===== src/mem_bridge_pkg.sv =====
`default_nettype none

package mem_bridge_pkg;

    // Number of core memory ports merged onto idbus
    localparam int NUM_CORES = 2;

    // Wishbone word address, data and byte select widths
    localparam int ADDR_W = 30;
    localparam int DATA_W = 32;
    localparam int SEL_W = 4;

    // Entries held per core before mem_ack drops
    localparam int QUEUE_DEPTH = 2;

    // Derived widths, kept at least one bit wide
    localparam int CORE_ID_W = (NUM_CORES > 1) ? $clog2(NUM_CORES) : 1;
    localparam int QUEUE_PTR_W = (QUEUE_DEPTH > 1) ? $clog2(QUEUE_DEPTH) : 1;
    localparam int QUEUE_CNT_W = $clog2(QUEUE_DEPTH + 1);

    // Core request type
    typedef enum logic [0:0] {
        MEM_READ = 1'b0,
        MEM_WRITE = 1'b1
    } mem_op_t;

    // Bus master FSM
    typedef enum logic [1:0] {
        WB_IDLE = 2'd0,
        WB_CYCLE = 2'd1,
        WB_DONE = 2'd2
    } wb_state_t;

endpackage

`default_nettype wire

===== src/litex_mem_wrapper.sv =====
`default_nettype none

module litex_mem_wrapper (
    input  wire logic                                                           clk,
    input  wire logic                                                           rst,
    input  wire logic [mem_bridge_pkg::NUM_CORES-1:0]                           mem_request,
    output      logic [mem_bridge_pkg::NUM_CORES-1:0]                           mem_ack,
    input  wire mem_bridge_pkg::mem_op_t [mem_bridge_pkg::NUM_CORES-1:0]        mem_op,
    input  wire logic [mem_bridge_pkg::NUM_CORES-1:0][mem_bridge_pkg::ADDR_W-1:0] mem_addr,
    input  wire logic [mem_bridge_pkg::NUM_CORES-1:0][mem_bridge_pkg::DATA_W-1:0] mem_wdata,
    input  wire logic [mem_bridge_pkg::NUM_CORES-1:0][mem_bridge_pkg::SEL_W-1:0]  mem_be,
    output      logic [mem_bridge_pkg::NUM_CORES-1:0]                           resp_valid,
    output      logic [mem_bridge_pkg::NUM_CORES-1:0]                           resp_err,
    output      logic [mem_bridge_pkg::NUM_CORES-1:0][mem_bridge_pkg::DATA_W-1:0] resp_rdata,
    output      logic [mem_bridge_pkg::ADDR_W-1:0]                              idbus_adr,
    output      logic [mem_bridge_pkg::DATA_W-1:0]                              idbus_dat_w,
    output      logic [mem_bridge_pkg::SEL_W-1:0]                               idbus_sel,
    output      logic                                                           idbus_cyc,
    output      logic                                                           idbus_stb,
    output      logic                                                           idbus_we,
    input  wire logic [mem_bridge_pkg::DATA_W-1:0]                              idbus_dat_r,
    input  wire logic                                                           idbus_ack,
    input  wire logic                                                           idbus_err
);

    // All cores share the single idbus
    wishbone_adapter wb_adapter (
        .clk         (clk),
        .rst         (rst),
        .mem_request (mem_request),
        .mem_ack     (mem_ack),
        .mem_op      (mem_op),
        .mem_addr    (mem_addr),
        .mem_wdata   (mem_wdata),
        .mem_be      (mem_be),
        .resp_valid  (resp_valid),
        .resp_err    (resp_err),
        .resp_rdata  (resp_rdata),
        .idbus_adr   (idbus_adr),
        .idbus_dat_w (idbus_dat_w),
        .idbus_sel   (idbus_sel),
        .idbus_cyc   (idbus_cyc),
        .idbus_stb   (idbus_stb),
        .idbus_we    (idbus_we),
        .idbus_dat_r (idbus_dat_r),
        .idbus_ack   (idbus_ack),
        .idbus_err   (idbus_err)
    );

endmodule

`default_nettype wire


===== src/wishbone_adapter.sv =====
`default_nettype none

module wishbone_adapter (
    input  wire logic                                                           clk,
    input  wire logic                                                           rst,
    input  wire logic [mem_bridge_pkg::NUM_CORES-1:0]                           mem_request,
    output      logic [mem_bridge_pkg::NUM_CORES-1:0]                           mem_ack,
    input  wire mem_bridge_pkg::mem_op_t [mem_bridge_pkg::NUM_CORES-1:0]        mem_op,
    input  wire logic [mem_bridge_pkg::NUM_CORES-1:0][mem_bridge_pkg::ADDR_W-1:0] mem_addr,
    input  wire logic [mem_bridge_pkg::NUM_CORES-1:0][mem_bridge_pkg::DATA_W-1:0] mem_wdata,
    input  wire logic [mem_bridge_pkg::NUM_CORES-1:0][mem_bridge_pkg::SEL_W-1:0]  mem_be,
    output      logic [mem_bridge_pkg::NUM_CORES-1:0]                           resp_valid,
    output      logic [mem_bridge_pkg::NUM_CORES-1:0]                           resp_err,
    output      logic [mem_bridge_pkg::NUM_CORES-1:0][mem_bridge_pkg::DATA_W-1:0] resp_rdata,
    output      logic [mem_bridge_pkg::ADDR_W-1:0]                              idbus_adr,
    output      logic [mem_bridge_pkg::DATA_W-1:0]                              idbus_dat_w,
    output      logic [mem_bridge_pkg::SEL_W-1:0]                               idbus_sel,
    output      logic                                                           idbus_cyc,
    output      logic                                                           idbus_stb,
    output      logic                                                           idbus_we,
    input  wire logic [mem_bridge_pkg::DATA_W-1:0]                              idbus_dat_r,
    input  wire logic                                                           idbus_ack,
    input  wire logic                                                           idbus_err
);

    localparam int N = mem_bridge_pkg::NUM_CORES;
    localparam int ID_W = mem_bridge_pkg::CORE_ID_W;

    logic [N-1:0]                               q_full;
    logic [N-1:0]                               q_pending;
    mem_bridge_pkg::mem_op_t [N-1:0]            q_head_op;
    logic [N-1:0][mem_bridge_pkg::ADDR_W-1:0]   q_head_addr;
    logic [N-1:0][mem_bridge_pkg::DATA_W-1:0]   q_head_wdata;
    logic [N-1:0][mem_bridge_pkg::SEL_W-1:0]    q_head_be;

    logic                                   grant_valid;
    logic [ID_W-1:0]                        grant_id;
    logic                                   master_idle;
    logic                                   m_done;
    logic                                   m_err;
    logic [mem_bridge_pkg::DATA_W-1:0]      m_rdata;

    // Core whose request is on the bus
    logic [ID_W-1:0] owner_id;

    generate
        for (genvar i = 0; i < N; i++) begin : gen_core_queue
            assign mem_ack[i] = mem_request[i] && !q_full[i];

            core_req_queue queue0 (
                .clk        (clk),
                .rst        (rst),
                .push       (mem_ack[i]),
                .pop        (grant_valid && (grant_id == ID_W'(i))),
                .push_op    (mem_op[i]),
                .push_addr  (mem_addr[i]),
                .push_wdata (mem_wdata[i]),
                .push_be    (mem_be[i]),
                .full       (q_full[i]),
                .pending    (q_pending[i]),
                .head_op    (q_head_op[i]),
                .head_addr  (q_head_addr[i]),
                .head_wdata (q_head_wdata[i]),
                .head_be    (q_head_be[i])
            );

            // Only the owner sees the response
            assign resp_valid[i] = m_done && (owner_id == ID_W'(i));
            assign resp_err[i] = m_done && (owner_id == ID_W'(i)) && m_err;
            assign resp_rdata[i] = m_rdata;
        end
    endgenerate

    core_arbiter arbiter0 (
        .clk         (clk),
        .rst         (rst),
        .pending     (q_pending),
        .master_idle (master_idle),
        .grant_valid (grant_valid),
        .grant_id    (grant_id)
    );

    always_ff @(posedge clk) begin
        if (grant_valid) begin
            owner_id <= grant_id;
        end
    end

    wishbone_master master0 (
        .clk         (clk),
        .rst         (rst),
        .start       (grant_valid),
        .op          (q_head_op[grant_id]),
        .addr        (q_head_addr[grant_id]),
        .wdata       (q_head_wdata[grant_id]),
        .be          (q_head_be[grant_id]),
        .idbus_dat_r (idbus_dat_r),
        .idbus_ack   (idbus_ack),
        .idbus_err   (idbus_err),
        .idle        (master_idle),
        .idbus_adr   (idbus_adr),
        .idbus_dat_w (idbus_dat_w),
        .idbus_sel   (idbus_sel),
        .idbus_cyc   (idbus_cyc),
        .idbus_stb   (idbus_stb),
        .idbus_we    (idbus_we),
        .done        (m_done),
        .err         (m_err),
        .rdata       (m_rdata)
    );

endmodule

`default_nettype wire


===== src/wishbone_master.sv =====
`default_nettype none

module wishbone_master (
    input  wire logic                               clk,
    input  wire logic                               rst,
    input  wire logic                               start,
    input  wire mem_bridge_pkg::mem_op_t            op,
    input  wire logic [mem_bridge_pkg::ADDR_W-1:0]  addr,
    input  wire logic [mem_bridge_pkg::DATA_W-1:0]  wdata,
    input  wire logic [mem_bridge_pkg::SEL_W-1:0]   be,
    input  wire logic [mem_bridge_pkg::DATA_W-1:0]  idbus_dat_r,
    input  wire logic                               idbus_ack,
    input  wire logic                               idbus_err,
    output      logic                               idle,
    output      logic [mem_bridge_pkg::ADDR_W-1:0]  idbus_adr,
    output      logic [mem_bridge_pkg::DATA_W-1:0]  idbus_dat_w,
    output      logic [mem_bridge_pkg::SEL_W-1:0]   idbus_sel,
    output      logic                               idbus_cyc,
    output      logic                               idbus_stb,
    output      logic                               idbus_we,
    output      logic                               done,
    output      logic                               err,
    output      logic [mem_bridge_pkg::DATA_W-1:0]  rdata
);

    mem_bridge_pkg::wb_state_t state;

    // Request held for the whole bus cycle
    mem_bridge_pkg::mem_op_t            op_q;
    logic [mem_bridge_pkg::ADDR_W-1:0]  addr_q;
    logic [mem_bridge_pkg::DATA_W-1:0]  wdata_q;
    logic [mem_bridge_pkg::SEL_W-1:0]   be_q;

    logic bus_end;

    assign bus_end = idbus_ack || idbus_err;

    // Response cycle also accepts the next grant
    assign idle = (state != mem_bridge_pkg::WB_CYCLE);
    assign done = (state == mem_bridge_pkg::WB_DONE);

    assign idbus_cyc = (state == mem_bridge_pkg::WB_CYCLE);
    assign idbus_stb = (state == mem_bridge_pkg::WB_CYCLE);
    assign idbus_we = idbus_cyc && (op_q == mem_bridge_pkg::MEM_WRITE);
    assign idbus_adr = addr_q;
    assign idbus_dat_w = wdata_q;
    assign idbus_sel = be_q;

    always_ff @(posedge clk) begin
        if (rst) begin
            state <= mem_bridge_pkg::WB_IDLE;
        end else begin
            case (state)
                mem_bridge_pkg::WB_IDLE: begin
                    if (start) begin
                        state <= mem_bridge_pkg::WB_CYCLE;
                    end
                end
                mem_bridge_pkg::WB_CYCLE: begin
                    if (bus_end) begin
                        state <= mem_bridge_pkg::WB_DONE;
                    end
                end
                mem_bridge_pkg::WB_DONE: begin
                    if (start) begin
                        state <= mem_bridge_pkg::WB_CYCLE;
                    end else begin
                        state <= mem_bridge_pkg::WB_IDLE;
                    end
                end
                default: state <= mem_bridge_pkg::WB_IDLE;
            endcase
        end
    end

    always_ff @(posedge clk) begin
        if (start && idle) begin
            op_q <= op;
            addr_q <= addr;
            wdata_q <= wdata;
            be_q <= be;
        end
    end

    // Result capture on the terminating cycle
    always_ff @(posedge clk) begin
        if (idbus_cyc && bus_end) begin
            rdata <= idbus_dat_r;
            err <= idbus_err;
        end
    end

    // Classic cycle: request must not move while the slave stalls
    assert property (@(posedge clk) disable iff (rst)
        (idbus_cyc && !bus_end) |=> (idbus_cyc && $stable(idbus_adr) &&
            $stable(idbus_sel) && $stable(idbus_dat_w) && $stable(idbus_we)));

endmodule

`default_nettype wire


===== src/core_arbiter.sv =====
`default_nettype none

module core_arbiter (
    input  wire logic                                   clk,
    input  wire logic                                   rst,
    input  wire logic [mem_bridge_pkg::NUM_CORES-1:0]   pending,
    input  wire logic                                   master_idle,
    output      logic                                   grant_valid,
    output      logic [mem_bridge_pkg::CORE_ID_W-1:0]   grant_id
);

    localparam int N = mem_bridge_pkg::NUM_CORES;
    localparam int ID_W = mem_bridge_pkg::CORE_ID_W;

    // Highest priority core for the next grant
    logic [ID_W-1:0] rr_ptr;

    always_comb begin
        grant_valid = 1'b0;
        grant_id = '0;
        for (int i = 0; i < N; i++) begin
            automatic int idx;
            idx = int'(rr_ptr) + i;
            if (idx >= N) begin
                idx = idx - N;
            end
            if (!grant_valid && master_idle && pending[idx]) begin
                grant_valid = 1'b1;
                grant_id = ID_W'(idx);
            end
        end
    end

    // Winner drops to lowest priority
    always_ff @(posedge clk) begin
        if (rst) begin
            rr_ptr <= '0;
        end else if (grant_valid) begin
            if (grant_id == ID_W'(N - 1)) begin
                rr_ptr <= '0;
            end else begin
                rr_ptr <= grant_id + 1'b1;
            end
        end
    end

    assert property (@(posedge clk) disable iff (rst) grant_valid |-> pending[grant_id]);

endmodule

`default_nettype wire


===== src/core_req_queue.sv =====
`default_nettype none

module core_req_queue (
    input  wire logic                               clk,
    input  wire logic                               rst,
    input  wire logic                               push,
    input  wire logic                               pop,
    input  wire mem_bridge_pkg::mem_op_t            push_op,
    input  wire logic [mem_bridge_pkg::ADDR_W-1:0]  push_addr,
    input  wire logic [mem_bridge_pkg::DATA_W-1:0]  push_wdata,
    input  wire logic [mem_bridge_pkg::SEL_W-1:0]   push_be,
    output      logic                               full,
    output      logic                               pending,
    output      mem_bridge_pkg::mem_op_t            head_op,
    output      logic [mem_bridge_pkg::ADDR_W-1:0]  head_addr,
    output      logic [mem_bridge_pkg::DATA_W-1:0]  head_wdata,
    output      logic [mem_bridge_pkg::SEL_W-1:0]   head_be
);

    localparam int PTR_W = mem_bridge_pkg::QUEUE_PTR_W;
    localparam int CNT_W = mem_bridge_pkg::QUEUE_CNT_W;
    localparam int DEPTH = mem_bridge_pkg::QUEUE_DEPTH;

    mem_bridge_pkg::mem_op_t            buf_op    [DEPTH];
    logic [mem_bridge_pkg::ADDR_W-1:0]  buf_addr  [DEPTH];
    logic [mem_bridge_pkg::DATA_W-1:0]  buf_wdata [DEPTH];
    logic [mem_bridge_pkg::SEL_W-1:0]   buf_be    [DEPTH];

    logic [PTR_W-1:0] wr_ptr;
    logic [PTR_W-1:0] rd_ptr;
    logic [CNT_W-1:0] count;

    assign full = (count == CNT_W'(DEPTH));
    assign pending = (count != '0);

    // Oldest entry goes straight to the arbiter side
    assign head_op = buf_op[rd_ptr];
    assign head_addr = buf_addr[rd_ptr];
    assign head_wdata = buf_wdata[rd_ptr];
    assign head_be = buf_be[rd_ptr];

    always_ff @(posedge clk) begin
        if (rst) begin
            wr_ptr <= '0;
            rd_ptr <= '0;
            count <= '0;
        end else begin
            if (push) begin
                wr_ptr <= (wr_ptr == PTR_W'(DEPTH - 1)) ? '0 : wr_ptr + 1'b1;
            end
            if (pop) begin
                rd_ptr <= (rd_ptr == PTR_W'(DEPTH - 1)) ? '0 : rd_ptr + 1'b1;
            end
            case ({push, pop})
                2'b10: count <= count + 1'b1;
                2'b01: count <= count - 1'b1;
                default: count <= count;
            endcase
        end
    end

    always_ff @(posedge clk) begin
        if (push) begin
            buf_op[wr_ptr] <= push_op;
            buf_addr[wr_ptr] <= push_addr;
            buf_wdata[wr_ptr] <= push_wdata;
            buf_be[wr_ptr] <= push_be;
        end
    end

    // Adapter must gate mem_ack with full
    assert property (@(posedge clk) disable iff (rst) full |-> !push);

    // Arbiter only grants a core with something queued
    assert property (@(posedge clk) disable iff (rst) !pending |-> !pop);

endmodule

`default_nettype wire


===== config.mk =====
export PLATFORM = sky130hd
export DESIGN_NAME = litex_mem_wrapper
export DESIGN_NICKNAME = d
export VERILOG_FILES = /design/src/mem_bridge_pkg.sv /design/src/litex_mem_wrapper.sv /design/src/wishbone_adapter.sv /design/src/wishbone_master.sv /design/src/core_arbiter.sv /design/src/core_req_queue.sv
export SDC_FILE = /design/constraint.sdc
export NUM_CORES = 1
export LEC_CHECK = 0
export ABC_CLOCK_PERIOD_IN_PS = 5300
export BUFFER_PORTS_ARGS = -buffer_cell sky130_fd_sc_hd__buf_2
export CORE_UTILIZATION = 50
export DETAILED_ROUTE_END_ITERATION = 12
export GPL_TIMING_DRIVEN = 1
export HOLD_SLACK_MARGIN = 0.15
export PLACE_DENSITY = 0.74
export SKIP_LAST_GASP = 1
export SYNTH_ARGS = -nofsm -noshare
export SYNTH_HDL_FRONTEND = slang
export SYNTH_HIERARCHICAL = 1
export SYNTH_SLANG_ARGS = --single-unit

===== constraint.sdc =====
create_clock -name clk -period 5.3 [get_ports clk]
set_input_delay 0.795 -clock clk [delete_from_list [all_inputs] [get_ports clk]]
set_output_delay 0.795 -clock clk [all_outputs]
set_load 0.005 [all_outputs]

==> flow_summary.toml, run 1 <==
[routing]
antenna_left = 0
routed_wl_um = 28700
routedWlPerCell_um = 20.3
vias = 7159
first_pass_iters = 4
drt_iter0_markers = 352
drc = 0
via_per_inst = 5.07

[critical_path]
worstPathCellList = "nand2b_1 > nand2_1 > a21oi_4 > buf_4 > and2_1 > ha_1 > or3_1 > a21oi_1"
crit_slowest_cell = "buf_4"
rr_startpoint = "wb_adapter/master0/state[1]$_SDFFE_PP0P_"
r2r_slack_ns = 2.87
required_ns = 5.74
critPathLaunchType = "flip-flop"
startpoint = "wb_adapter/master0/state[1]$_SDFFE_PP0P_"
cp_slowest_stage_delay_ns = 0.38
crit_type = "reg -> reg"
cp.arrival_ns = 2.87
cp_max_fo = 24
end_kind = "flip-flop"

[final_layout]
finalNetCount = 1175
fillers = 2044
drive_above_1_share_pct = 56.6
instances_no_fill = 1413
fin_area_um2 = 17300
area_growth_pct = 20.4

[timing]
slew_viol_final = 0
setup_viol = 0
max_freq_mhz = 411
timing.final.crit_share_pct = 45.9
period_minus_slack_ns = 2.43
finalHoldViolations = 0
setup_ws_ns = 2.87
rsz0062_at_grt = "no"
setup_tns_ns = 0
fin_skew_ns = 0.0226
tightestPinTransition_ns = 1.13
slew_headroom_pct = 24.7
timing.hold.ws_ns = 0.446

[global_routing]
grt_overflow = 0
grt_pass1_vias = 7230
grt_pass1_wl_um = 41100
grt_max_degree = 68
track_usage_pct = 19.2
antenna_found_initial = 5

[pwr]
power_leakage_nw = 6.38
p_per_area_nw_per_um2 = 548
irDropWorstVdd_v = 0.000503

[floorplan]
die_w_um = 172
io_pins = 311
die_y_um = 172
initial_core_util_pct = 51.3
dieArea_um2 = 29500
num_rows = 61
coreArea_um2 = 28100

[clock_network]
cts.path.max_buffers = 3
cts_tree = "yes"
cts_hold_buf = 0
clk_latency_ns = 0.52
cts_resized = 0
htreeDepth = 2
post_cts_buffers = 0
clock-sinks = 382
root_buffer = "clkbuf_16"
cts_buffers = 40
cts.clk_slew.worst_paths_ns = 0.06

[flow_run]
cap_violations = 0

[yosys]
synth_edf_count = 369
synth_warnings = 6
ys_seq_area_share_pct = 78.7
synthesis.nets = 873
postSynthCellCount = 699
netlist_area_um2 = 14400
ys_types = 29
synth_top_cell_by_area = "edfxtp_1"
netlist_top_cells_area = "edfxtp_1 (77%), mux2_2 (15%), buf_4 (2.1%)"
synth.ff_latch_count = 382
syn_area_per_cell_um2 = 20.6
yosysTopAreaCellShare_pct = 76.9
synthFlopType = "edfxtp_1"
synthArstFlopShare_pct = 0

[placement]
place_congestion = 0.721
placedCellCount = 1337
place_ws_ns = 2.62
placed_area_um2 = 16100
dp_hpwl_um = 17900
io_buffers = 310

[status]
status = "finished, final reports clean"

[hold_path]
holdCritStartpoint = "idbus_dat_r[13]"
hold_path.class = "in -> reg"
cell families (layout without fill, tap and decap cells):
group,after synthesis,in the layout,share of synthesized area (%)
flip-flops,382,382,78.7
multiplexers,201,201,15.9
other,0,3,0
XOR/XNOR,8,8,0.486
buffers and inverters,60,393,2.88
adder cells (fa/ha/maj),2,2,0.174
AND/OR/NAND/NOR,37,37,1.44
AO/OA/AOI/OAI,9,9,0.391
cell type report:
type	instances	area (um2)	share of cell area (%)
Inverter	5	18.8	0.108
Clock inverter	24	164	0.945
Antenna cell	3	7.51	0.0433
Sequential cell	382	11300	65.4
Timing Repair Buffer	315	1590	9.16
Tap cell	378	473	2.73
Multi-Input combinational cell	257	2690	15.5
Clock buffer	49	1060	6.09
power breakdown:
group          switching [mW]  internal, mW  total [mW]
clock                    1.07          1.51        2.58
sequential              0.397          4.30        4.70
combinational            1.09          1.14        2.23
flip-flops by register name (all words and copies together) (netlist names), named ones only:
signal and flops:
wb_adapter/master0/idbus_adr 30, wb_adapter/master0/op_q 1, wb_adapter/master0/idbus_sel 4, wb_adapter/gen_core_queue.queue0/count 4
wb_adapter/gen_core_queue.queue0/buf_addr 120, wb_adapter/master0/rdata 32, wb_adapter/master0/err 1, wb_adapter/owner_id 1
wb_adapter/master0/idbus_dat_w 32, wb_adapter/gen_core_queue.queue0/wr_ptr 2, wb_adapter/gen_core_queue.queue0/buf_be 16, wb_adapter/gen_core_queue.queue0/rd_ptr 2
wb_adapter/gen_core_queue.queue0/buf_wdata 128, wb_adapter/master0/state 2, wb_adapter/gen_core_queue.queue0/buf_op 4
final timing paths:
kind                                                               end  depth (start not counted)
max reg2reg  wb_adapter/gen_core_queue[1].queue0/count[1]$_SDFFE_PP0P_                          8
max          wb_adapter/gen_core_queue[1].queue0/count[1]$_SDFFE_PP0P_                          8
min                             wb_adapter/master0/rdata[13]$_DFFE_PP_                          1
min reg2reg  wb_adapter/gen_core_queue[1].queue0/count[1]$_SDFFE_PP0P_                          2
Yosys cell counts, types with 3 or more instances:
| cell type | instances |
|---|---|
| a21oi_1 | 4 |
| and2_1 | 5 |
| buf_2 | 11 |
| buf_4 | 41 |
| buf_6 | 3 |
| dfxtp_1 | 13 |
| edfxtp_1 | 369 |
| inv_1 | 5 |
| mux2_2 | 193 |
| mux2_4 | 8 |
| nor2_1 | 13 |
| nor2b_1 | 5 |
| xnor2_1 | 6 |
layer usage:
| metal | wire, um | part of all wire (%) | track usage, % |
|---|---|---|---|
| met5 | 33 | 0.11 | 0 |
| met4 | 747 | 2.6 | 7.04 |
| met3 | 1780 | 6.2 | 4.33 |
| met2 | 15300 | 53 | 35.4 |
| met1 | 10900 | 38 | 21.6 |
cell usage in the layout (no fill, tap or decap), types with 2 or more instances in the layout:
master     instances
xnor2_1            6
or3_1              2
buf_2            310
diode_2            3
bufinv_16          2
and2_1             2
nor2_4             2
xor2_1             2
clkbuf_16         41
mux2_4             8
ha_1               2
nor2_1            10
or2_2              2
inv_6              2
buf_4              5
nor2b_1            5
nand2b_1           2
dfxtp_4            2
and2b_2            2
mux2_2           193
clkinv_2           9
clkinv_1          11
and2_4             3
a21oi_1            3
inv_1              5
edfxtp_1         369
clkbuf_1           8
o21ai_0            2
dfxtp_1           11
critical path: cells and delay by family (launching register included):
kind | cells | cell delay, ns
buffers and inverters | 1 | 0.38
DFF | 1 | 0.33
AOI/OAI and AO/OA | 2 | 0.29
adders and majority gates | 1 | 0.27
and+or+nand+nor | 4 | 1.09
stage by stage:
| stage | utilization (%) | total power, mW |
|---|---|---|
| finish | 61.8 | 9.51 |
| floorplan | - | 6.19 |
| global placement | 57.4 | 6.97 |
| CTS | 61.7 | 9.63 |
| global route | 61.8 | 9.96 |
| detailed placement | 57.4 | 7.03 |
Note: power is estimated with default switching activity, not from simulation.
==> inputs of run 2 (changes only) <==
Settings changed: ABC_CLOCK_PERIOD_IN_PS 5300 to 1900, CORE_UTILIZATION 50 to 49, PLACE_DENSITY 0.74 to 0.76.
Clock period 5.3 ns to 1.9 ns, I/O delays scaled along.
==> flow_summary.toml, run 2 (same netlist as run 1, synthesis figures left out) <==
[status]
status = "finished, final reports clean"

[routing]
drt_iter0_markers = 441
antenna_left = 0
routedWlPerCell_um = 20.7
routed_wl_um = 33500
via_per_inst = 5.00
first_pass_iters = 4
vias = 8085
drc = 0

[timing]
max_freq_mhz = 549
tightestPinTransition_ns = 0.300
timing.hold.ws_ns = 0.211
slew_viol_final = 0
slew_headroom_pct = 80.0
finalHoldViolations = 0
rsz0062_at_grt = "no"
period_minus_slack_ns = 1.82
setup_ws_ns = 0.0800
fin_skew_ns = 0.0157
setup_viol = 0
timing.final.crit_share_pct = 95.8

[critical_path]
cp.arrival_ns = 2.27
reg2reg_depth = 7
endpoint = "wb_adapter/gen_core_queue[1].queue0/count[1]$_SDFFE_PP0P_"
cp.depth = 7
cp_slowest_stage_delay_ns = 0.36
crit_type = "reg -> reg"
end_kind = "flip-flop"
r2r_slack_ns = 0.08
cp_top_family = "simple AND/OR/NAND/NOR gates"
critPathBufInv = 0
worstPathCellList = "or2_4 > a21oi_4 > and2_4 > ha_1 > xnor2_1 > or3_1 > a21oi_2"
startpoint = "wb_adapter/gen_core_queue[0].queue0/count[1]$_SDFFE_PP0P_"
cp_max_fo = 5
rr_startpoint = "wb_adapter/gen_core_queue[0].queue0/count[1]$_SDFFE_PP0P_"
reg2reg_to = "wb_adapter/gen_core_queue[1].queue0/count[1]$_SDFFE_PP0P_"
critPathLaunchType = "flip-flop"
crit_slowest_cell = "or3_1"
required_ns = 2.35

[final_layout]
fillers = 1896
final_util_pct = 68.2
largest_register_ffs = 128
final_common_cell = "edfxtp_1"
drive_above_1_share_pct = 50.4
largestRegisters = "wb_adapter/gen_core_queue.queue0/buf_wdata (128), wb_adapter/gen_core_queue.queue0/buf_addr (120)"
area_growth_pct = 36.3
finalNetCount = 1374
regMostFlops = "wb_adapter/gen_core_queue.queue0/buf_wdata"
layout_common_cells = "edfxtp_1 (369), buf_2 (310), mux2_2 (193), dlygate4sd3_1 (170), clkbuf_16 (41)"

[placement]
place_ws_ns = 0.00760
io_buffers = 310
place_congestion = 0.762
dp_hpwl_um = 19800

[clock_network]
cts.clk_slew.worst_paths_ns = 0.06
cts.path.max_buffers = 3
clock-sinks = 382
cts_tree = "yes"
clk_latency_ns = 0.52
htreeDepth = 2
root_buffer = "clkbuf_16"
cts_buffers = 40

[global_routing]
antenna_found_initial = 3
grt_pass1_wl_um = 50600
grt_overflow = 0
track_usage_pct = 22.4
grt_pass1_vias = 9050
grt_max_degree = 44

[pwr]
irDropWorstVdd_v = 0.000917
power_leakage_nw = 7.33
p_per_area_nw_per_um2 = 1450

[floorplan]
initial_core_util_pct = 50.1
die_w_um = 173
io_pins = 311
dieArea_um2 = 30100
die_y_um = 173
num_rows = 62
coreArea_um2 = 28800

[flow_run]
cap_violations = 0

[hold_path]
hold_path.class = "in -> reg"
run 2: tightest hold or removal path, stage by stage:
cell and delay [ns]:
buf_2 0.10, nor2b_4 0.13, xnor2_1 0.12, nor2_1 0.04
run 2: power breakdown:
group          switching, mW  internal, mW
Combinational           4.02          4.38
Sequential             0.690          11.9
Clock                   3.04          4.42
Total                   7.74          20.7
run 2: how the worst min path moves through the flow:
stage / from / end / cells after the start / slack (ns)
6_report: mem_request[0] / wb_adapter/gen_core_queue[0].queue0/wr_ptr$_SDFFE_PP0P_ / 4 / 0.21
5_1_grt: mem_request[0] / wb_adapter/gen_core_queue[0].queue0/wr_ptr$_SDFFE_PP0P_ / 4 / 0.24
4_1_cts: mem_request[0] / wb_adapter/gen_core_queue[0].queue0/wr_ptr$_SDFFE_PP0P_ / 4 / 0.18
3_5_place_dp: idbus_dat_r[20] / wb_adapter/master0/rdata[20]$_DFFE_PP_ / 1 / 0.46
3_3_place_gp: idbus_dat_r[8] / wb_adapter/master0/rdata[8]$_DFFE_PP_ / 1 / 0.46
2_1_floorplan: rst / flip-flop / 1 / 0.35
run 2: stage by stage:
stage | setup TNS (ns) | area, um2 | instances | power [mW]
after floorplan | -57.75 | 14500 | 699 | 17.2
after global placement | 0 | 16600 | 1371 | 20.6
after detailed placement | 0 | 16600 | 1371 | 20.8
after CTS | 0 | 19600 | 1614 | 28.6
after global routing | 0 | 19600 | 1618 | 29.7
final | 0 | 19600 | 1618 | 28.5
run 2: cell type report:
cell class | count | area, um2 | share of cell area (%)
tap | 384 | 480 | 2.45
inverter | 5 | 18.8 | 0.0956
antenna | 3 | 7.51 | 0.0382
clock inverter | 17 | 159 | 0.809
clock buffer | 56 | 1090 | 5.56
multi-input combinational | 257 | 2730 | 13.9
timing repair buffer | 514 | 3800 | 19.3
sequential | 382 | 11400 | 57.8
run 2: what timing repair did:
action | CTS | global route
endpoints found under the hold margin | 314 | 0
setup endpoints to repair | 1 | 2
hold buffers | 170 | 0
resized for setup | 2 | 5
gates cloned | 0 | 0
setup buffers | 0 | 1
pin swaps | 0 | 3
run 2: layer usage:
layer	track usage [%]	part of all wire, %	wire length (um)	vias to the layer above
met1	25.6	38	12700	3979
met3	4.19	5.8	1930	71
li1	-	-	-	3693
met2	41.2	53	17600	342
met4	9.44	3.5	1180	0
met5	0	0	0	-
